`config.mk`:
```
export PLATFORM = sky130hd
export DESIGN_NAME = UartEcho
export DESIGN_NICKNAME = d
export VERILOG_FILES = /design/src/common/UartPkg.sv /design/src/rs232rx/Rs232Rx.sv /design/src/rs232rx/RxDeserializer.sv /design/src/rs232tx/Rs232Tx.sv /design/src/rtl/BaudRateGenerator.sv /design/src/rtl/EchoCtrl.sv /design/src/rtl/UartEcho.sv
export SDC_FILE = /design/constraint.sdc
export NUM_CORES = 1
export LEC_CHECK = 0
export BUFFER_PORTS_ARGS = -buffer_cell sky130_fd_sc_hd__buf_2
export CAP_MARGIN = 20
export CELL_PAD_IN_SITES_DETAIL_PLACEMENT = 2
export CELL_PAD_IN_SITES_GLOBAL_PLACEMENT = 2
export CORE_ASPECT_RATIO = 0.6
export CORE_MARGIN = 4
export CORE_UTILIZATION = 39
export CTS_CLUSTER_DIAMETER = 60
export DETAILED_ROUTE_END_ITERATION = 8
export PLACE_DENSITY = 0.77
export SYNTH_ARGS = -nofsm -noshare
export SYNTH_HDL_FRONTEND = slang
export SYNTH_SLANG_ARGS = --single-unit
```
`constraint.sdc`:
```
create_clock -name CLK50MHZ -period 1.9 [get_ports CLK50MHZ]
set_input_delay 0.19 -clock CLK50MHZ [delete_from_list [all_inputs] [get_ports CLK50MHZ]]
set_output_delay 0.19 -clock CLK50MHZ [all_outputs]
set_load 0.03 [all_outputs]
```
`src/common/UartPkg.sv`:
```
package UartPkg;

   // One character on the line
   typedef logic [7:0] dataByte;

   // Start bit in bit 0, stop bit in bit 9
   typedef logic [9:0] frameBits;

   typedef logic [7:0] echoCount;   // Wraps at 256

   typedef enum logic [1:0] {
      WaitStartBit,
      StartReceiving,
      Receiving,
      Received
   } rxState;

   localparam int DefaultFreq = 50000000;   // Board clock
   localparam int DefaultBaud = 115200;

   // Start + 8 data + stop
   localparam int BitCount = 10;

endpackage

```
`src/rs232rx/Rs232Rx.sv`:
```
`timescale 1ns/10ps

module Rs232Rx #(
   parameter int FREQ = UartPkg::DefaultFreq,
   parameter int BAUD = UartPkg::DefaultBaud
) (
   input  logic             CLK50MHZ,
   input  logic             RST,
   input  logic             RxD,
   output UartPkg::dataByte RxData,
   output logic             RxDataReady,
   output logic             FrameError
);

   localparam int AccWidth = $clog2(FREQ);
   localparam longint FastInc = ((longint'(3 * BAUD) << AccWidth) + FREQ / 2) / FREQ;
   localparam longint BitInc = ((longint'(BAUD) << AccWidth) + FREQ / 2) / FREQ;

   UartPkg::rxState   state;
   UartPkg::frameBits frame;
   logic              receiving;
   logic              trig;
   logic              fastTick;
   logic              bitTick;
   logic [2:0]        rx3;
   logic              vote;
   logic              bitDue;
   logic              voteTick;
   logic              desReady;

   BaudRateGenerator #(
      .INC(int'(FastInc)),   // Three samples per bit
      .N(AccWidth)
   ) sampleGen (
      .CLK50MHZ(CLK50MHZ),
      .RST(RST),
      .en(receiving),
      .tick(fastTick)
   );

   BaudRateGenerator #(
      .INC(int'(BitInc)),
      .N(AccWidth)
   ) bitGen (
      .CLK50MHZ(CLK50MHZ),
      .RST(RST),
      .en(receiving),
      .tick(bitTick)
   );

   always_ff @(posedge CLK50MHZ) begin
      if (fastTick) begin
         rx3 <= {rx3[1:0], RxD};
      end
   end

   assign vote = (rx3[0] & rx3[1]) | (rx3[1] & rx3[2]) | (rx3[0] & rx3[2]);

   // The mid-bit tick only arms the vote. It is taken after the
   // following sample, once all three samples belong to this bit
   always_ff @(posedge CLK50MHZ) begin
      if (RST || !receiving) begin
         bitDue <= 1'b0;
         voteTick <= 1'b0;
      end else begin
         voteTick <= bitDue && fastTick && !bitTick;
         if (bitTick) begin
            bitDue <= 1'b1;
         end else if (fastTick) begin
            bitDue <= 1'b0;
         end
      end
   end

   RxDeserializer deserializer (
      .CLK50MHZ(CLK50MHZ),
      .RST(RST),
      .rx(vote),
      .tick(voteTick),
      .trig(trig),
      .data(frame),
      .ready(desReady)
   );

   always_ff @(posedge CLK50MHZ) begin
      if (RST) begin
         state <= UartPkg::WaitStartBit;
      end else begin
         case (state)
            UartPkg::WaitStartBit: if (!RxD) state <= UartPkg::StartReceiving;
            UartPkg::StartReceiving: state <= UartPkg::Receiving;
            UartPkg::Receiving: if (desReady) state <= UartPkg::Received;
            default: state <= UartPkg::WaitStartBit;
         endcase
      end
   end

   assign trig = (state == UartPkg::StartReceiving);
   assign receiving = (state == UartPkg::Receiving);
   assign RxDataReady = (state == UartPkg::Received);
   assign RxData = frame[8:1];                  // Strip start and stop
   assign FrameError = RxDataReady && !frame[9];

   readyPulse: assert property (@(posedge CLK50MHZ) disable iff (RST)
      RxDataReady |=> !RxDataReady);

endmodule

```
`src/rs232rx/RxDeserializer.sv`:
```
`timescale 1ns/10ps

module RxDeserializer (
   input  logic              CLK50MHZ,
   input  logic              RST,
   input  logic              rx,
   input  logic              tick,
   input  logic              trig,
   output UartPkg::frameBits data,
   output logic              ready
);

   localparam int CntWidth = $clog2(UartPkg::BitCount);

   logic [CntWidth-1:0] bitCnt;

   always_ff @(posedge CLK50MHZ) begin
      if (RST) begin
         bitCnt <= '0;
         ready <= 1'b0;
      end else if (trig) begin
         bitCnt <= '0;
         ready <= 1'b0;
      end else begin
         ready <= tick && (bitCnt == CntWidth'(UartPkg::BitCount - 1));
         if (tick) begin
            bitCnt <= bitCnt + 1'b1;
         end
      end
   end

   // LSB first on the line, so new bits enter at the top
   always_ff @(posedge CLK50MHZ) begin
      if (trig) begin
         data <= '0;
      end else if (tick) begin
         data <= {rx, data[9:1]};
      end
   end

   // Next frame cannot start until the FSM has seen ready
   noTickOnReady: assert property (@(posedge CLK50MHZ) disable iff (RST)
      ready |-> !tick);

endmodule

```
`src/rs232tx/Rs232Tx.sv`:
```
`timescale 1ns/10ps

module Rs232Tx #(
   parameter int FREQ = UartPkg::DefaultFreq,
   parameter int BAUD = UartPkg::DefaultBaud
) (
   input  logic             CLK50MHZ,
   input  logic             RST,
   input  UartPkg::dataByte TxData,
   input  logic             TxStart,
   output logic             TxD,
   output logic             TxBusy
);

   localparam int AccWidth = $clog2(FREQ);
   localparam longint HalfInc = ((longint'(2 * BAUD) << AccWidth) + FREQ / 2) / FREQ;
   localparam int CntWidth = $clog2(UartPkg::BitCount);

   logic                halfTick;
   logic                secondHalf;
   logic [CntWidth-1:0] bitCnt;
   UartPkg::frameBits   shifter;

   // Runs at twice the bit rate. With the half-scale preset the first
   // tick lands a quarter bit in, so the start bit is a bit short
   BaudRateGenerator #(
      .INC(int'(HalfInc)),
      .N(AccWidth)
   ) halfBitGen (
      .CLK50MHZ(CLK50MHZ),
      .RST(RST),
      .en(TxBusy),
      .tick(halfTick)
   );

   always_ff @(posedge CLK50MHZ) begin
      if (RST) begin
         TxBusy <= 1'b0;
         shifter <= '1;   // Line idles high
         bitCnt <= '0;
         secondHalf <= 1'b0;
      end else if (TxStart) begin
         TxBusy <= 1'b1;
         shifter <= {1'b1, TxData, 1'b0};
         bitCnt <= '0;
         secondHalf <= 1'b0;
      end else if (halfTick) begin
         secondHalf <= !secondHalf;
         if (secondHalf) begin
            shifter <= {1'b1, shifter[9:1]};   // Ones fill behind the stop bit
            bitCnt <= bitCnt + 1'b1;
            if (bitCnt == CntWidth'(UartPkg::BitCount - 1)) begin
               TxBusy <= 1'b0;   // Stop bit done
            end
         end
      end
   end

   assign TxD = shifter[0];

   startWhenFree: assert property (@(posedge CLK50MHZ) disable iff (RST)
      TxStart |-> !TxBusy);

endmodule

```
`src/rtl/BaudRateGenerator.sv`:
```
`timescale 1ns/10ps

module BaudRateGenerator #(
   parameter int INC = 302,
   parameter int N = 17
) (
   input  logic CLK50MHZ,
   input  logic RST,
   input  logic en,
   output logic tick
);

   logic [N:0] acc;   // Top bit is the carry

   always_ff @(posedge CLK50MHZ) begin
      if (RST || !en) begin
         acc <= {2'b01, {(N - 1){1'b0}}};   // Half scale, first tick mid-period
      end else begin
         acc <= {1'b0, acc[N-1:0]} + (N + 1)'(INC);
      end
   end

   assign tick = acc[N];

endmodule

```
`src/rtl/EchoCtrl.sv`:
```
`timescale 1ns/10ps

module EchoCtrl (
   input  logic              CLK50MHZ,
   input  logic              RST,
   input  UartPkg::dataByte  RxData,
   input  logic              RxDataReady,
   input  logic              FrameError,
   input  logic              TxBusy,
   output UartPkg::dataByte  TxData,
   output logic              TxStart,
   output UartPkg::echoCount EchoCount
);

   logic pending;
   logic goodByte;

   function automatic UartPkg::dataByte toUpper(input UartPkg::dataByte c);
      if (c >= 8'h61 && c <= 8'h7A) begin
         return c - 8'h20;   // a..z to A..Z
      end
      return c;
   endfunction

   assign goodByte = RxDataReady && !FrameError;

   always_ff @(posedge CLK50MHZ) begin
      if (goodByte) begin
         TxData <= toUpper(RxData);   // A late byte overwrites a held one
      end
   end

   // TxBusy only rises the cycle after TxStart, hence the TxStart guard
   always_ff @(posedge CLK50MHZ) begin
      if (RST) begin
         pending <= 1'b0;
         TxStart <= 1'b0;
         EchoCount <= '0;
      end else begin
         TxStart <= 1'b0;
         if (pending && !TxBusy && !TxStart) begin
            TxStart <= 1'b1;
            pending <= 1'b0;
            EchoCount <= EchoCount + 1'b1;
         end
         if (goodByte) begin
            pending <= 1'b1;
         end
      end
   end

endmodule

```
`src/rtl/UartEcho.sv`:
```
`timescale 1ns/10ps

module UartEcho #(
   parameter int FREQ = UartPkg::DefaultFreq,
   parameter int BAUD = UartPkg::DefaultBaud
) (
   input  logic              CLK50MHZ,
   input  logic              RST,
   input  logic              RxD,
   output logic              TxD,
   output UartPkg::dataByte  RxData,
   output logic              RxDataReady,
   output logic              FrameError,
   output UartPkg::echoCount EchoCount
);

   UartPkg::dataByte txData;
   logic             txStart;
   logic             txBusy;

   Rs232Rx #(
      .FREQ(FREQ),
      .BAUD(BAUD)
   ) rx (
      .CLK50MHZ(CLK50MHZ),
      .RST(RST),
      .RxD(RxD),
      .RxData(RxData),
      .RxDataReady(RxDataReady),
      .FrameError(FrameError)
   );

   EchoCtrl echo (
      .CLK50MHZ(CLK50MHZ),
      .RST(RST),
      .RxData(RxData),
      .RxDataReady(RxDataReady),
      .FrameError(FrameError),
      .TxBusy(txBusy),
      .TxData(txData),
      .TxStart(txStart),
      .EchoCount(EchoCount)
   );

   Rs232Tx #(
      .FREQ(FREQ),
      .BAUD(BAUD)
   ) tx (
      .CLK50MHZ(CLK50MHZ),
      .RST(RST),
      .TxData(txData),
      .TxStart(txStart),
      .TxD(TxD),
      .TxBusy(txBusy)
   );

endmodule

```
==> qor.csv <==
metric,value,unit
status,completed,
whs,0.136,ns
num_vias,4367,
wl_per_cell,19.1,µm
synth_seq_cells,130,
layout_min_cycle_time,1.79,ns
io_pins,22,
setup_viol,0,
grt_pass1_wl,26600,µm
min_path_type,input pin to flip-flop,
gp_congestion,0.808,
fin_skew,0.0117,ns
cts_tree,yes,
async_reset_ff_share,0,%
power_leakage,0.00257,µW
syn_avg_cell_area,9.36,µm²
rows,33,
yosysUniqueCellTypes,59,
dpl.hpwl,9790,µm
slew_headroom,55.3,%
track_usage,20.4,%
layout_commonest_cell,dfxtp_1,
floorplan.core_area,0.0139,mm²
antenna_found_initial,0,
finalNonFillerCells,834,
synth_ff_type,dfxtp_1,
end_kind,flip-flop,
final_layout_size_suffix_gt1_share,15.1,%
die_w,163,µm
fmax,557,MHz
overflow,0,
placed_cells_incl_taps,799,
fill_cells,1478,
hold_violations,0,
power_density,1220,mW/mm²
worstMarginPinSlew,0.670,ns
fin_crit_sh,94.4,%
final_cell_mix,"118 x dfxtp_1, 97 x nor2_1, 41 x nand2_1, 32 x xor2_1, 29 x a21oi_1",
layout-area-overhead-vs-synth,17.8,%
drt_iter0_drc,254,
io_buffers,21,
numCtsBuffers,17,
via_per_inst,5.24,
die_y,101,µm
routed_wl,15900,µm
power,8130,µW
cts_max_path_buffers,2,
synth_edf_count,11,
path_cells,nor4_4 > a31oi_4 > a221oi_4 > buf_4 > or4_1 > o21ai_1,
slew_violations,0,
slowest_delay,0.50,ns
synthCells,603,
slowest_stage,nor4_4,
crit_path_start_kind,flip-flop,
grt_start_max_net_pins,49,
clk_pin_slew_worst_paths,0.06,ns
syn_area,0.00564,mm²
ir_worst_vdd,0.000429,V
nNetsFinal,645,
syn_nets,619,
critPathArrivalTime,2.11,ns
criticalPathCategory,flip-flop to flip-flop,
ant_nets,0,
worst-endpoint-required,2.22,ns
ys_seq_area_share,48.1,%
drv_cap,0,
setup_tns,0,ns
ys_warn_count,0,
cts.sinks,130,
grt_pass1_vias,4932,
dieArea,0.0165,mm²
num_antenna_cells,0,
path_max_fanout,8,
drtPass1Iterations,4,
root_buffer,clkbuf_16,
drcViolationCount,0,
start_util,40.5,%
clk_latency,0.43,ns
h-tree-depth,4,
critical path: cells and delay by family (launching register included):
family / cells / cell delay (ns)
buf+inv: 1 / 0.20
simple gates: 2 / 0.63
flops: 1 / 0.36
compound gates: 3 / 0.51
what timing repair did:
action,4_1_cts,5_1_grt
buffers inserted,0,2
cloned,0,0
endpoints found under the hold margin,1,0
hold buffers,1,0
endpoints found under the setup margin,1,18
pin swaps,0,3
gates resized for setup,1,9
metal layers:
| layer | up-vias | routed length, µm | track usage, % |
|---|---|---|---|
| met5 | - | 0 | 0 |
| li1 | 2106 | - | - |
| met1 | 2195 | 7460 | 25.8 |
| met3 | 23 | 326 | 4.27 |
| met2 | 43 | 7890 | 35.9 |
| met4 | 0 | 213 | 5.80 |
report_power, final:
part	switching (µW)	leakage, µW	internal, µW
logic	913	0.00119	582
clock network	1330	0.000301	2220
registers	186	0.00108	2900
final timing paths:
| kind | from | end | slack [ns] | cells past startpoint |
|---|---|---|---|---|
| min reg2reg | rx.bitDue | rx.voteTick | 0.44 | 2 |
| max reg2reg | tx.halfBitGen.acc[10] | tx.halfBitGen.acc[20] | 0.11 | 6 |
| max | tx.halfBitGen.acc[10] | tx.halfBitGen.acc[20] | 0.11 | 6 |
| min | RST | rx.state[1] | 0.14 | 2 |
cells in the mapped netlist (3+ instances only):
library cell	instances	area [µm²]
o31ai_1	3	22.5
clkbuf_1	15	56.3
dfxtp_1	119	2380
nand4_1	10	62.6
or2_2	3	18.8
nand2_1	41	154
nand3_1	15	75.1
o21ai_0	21	105
buf_1	3	11.3
o211ai_1	3	22.5
and4_1	3	26.3
o21ai_1	3	15.0
mux2_2	7	78.8
edfxtp_1	11	330
nor4_4	3	63.8
and2_1	3	18.8
nand2b_1	11	68.8
inv_1	21	78.8
nor2b_1	8	50.1
nor3_1	15	75.1
nor2_1	97	364
mux2i_1	18	180
and3_1	5	31.3
a31oi_1	5	31.3
xor2_1	32	280
a211oi_1	4	30.0
a21oi_1	29	145
ha_1	13	163
buf_4	8	60.1
or3_1	12	75.1
xnor2_1	25	219
layout make-up:
class | instances | area [µm²] | area share (%)
clock buffer | 21 | 482 | 7.25
clock inverter | 11 | 149 | 2.24
inverter | 21 | 78.8 | 1.19
multi-input combinational | 422 | 2740 | 41.3
sequential | 130 | 2710 | 40.8
tap | 192 | 240 | 3.61
timing repair buffer | 37 | 240 | 3.61
metrics by stage:
stage	cell area [µm²]	worst slack, ns	util (%)
4_1_cts	6580	0.00884	47.3
3_5_place_dp	5940	0.0790	42.7
3_3_place_gp	5940	0.179	42.7
2_1_floorplan	5640	0.302	-
6_report	6650	0.106	47.8
5_1_grt	6650	-0.0135	47.8
cell families (layout without fill, tap and decap cells):
| logic type | Yosys count | in the layout | synth area share [%] |
|---|---|---|---|
| simple gates | 238 | 238 | 21.2 |
| xor+xnor | 57 | 57 | 8.85 |
| flops | 130 | 130 | 48.1 |
| mux | 25 | 25 | 4.59 |
| compound gates | 89 | 89 | 10.3 |
| buf+inv | 51 | 90 | 4.13 |
| fa+ha+maj | 13 | 13 | 2.88 |
flip-flops by register name, indices dropped and copies added (netlist names), 2 cells and up:
name                    cells
echo.EchoCount              8
echo.TxData                 8
rx.bitGen.acc              27
rx.deserializer.bitCnt      4
rx.deserializer.data        9
rx.rx3                      3
rx.sampleGen.acc           23
rx.state                    2
tx.bitCnt                   4
tx.halfBitGen.acc          26
tx.shifter                  9
Power figures use the tool's default switching activity.
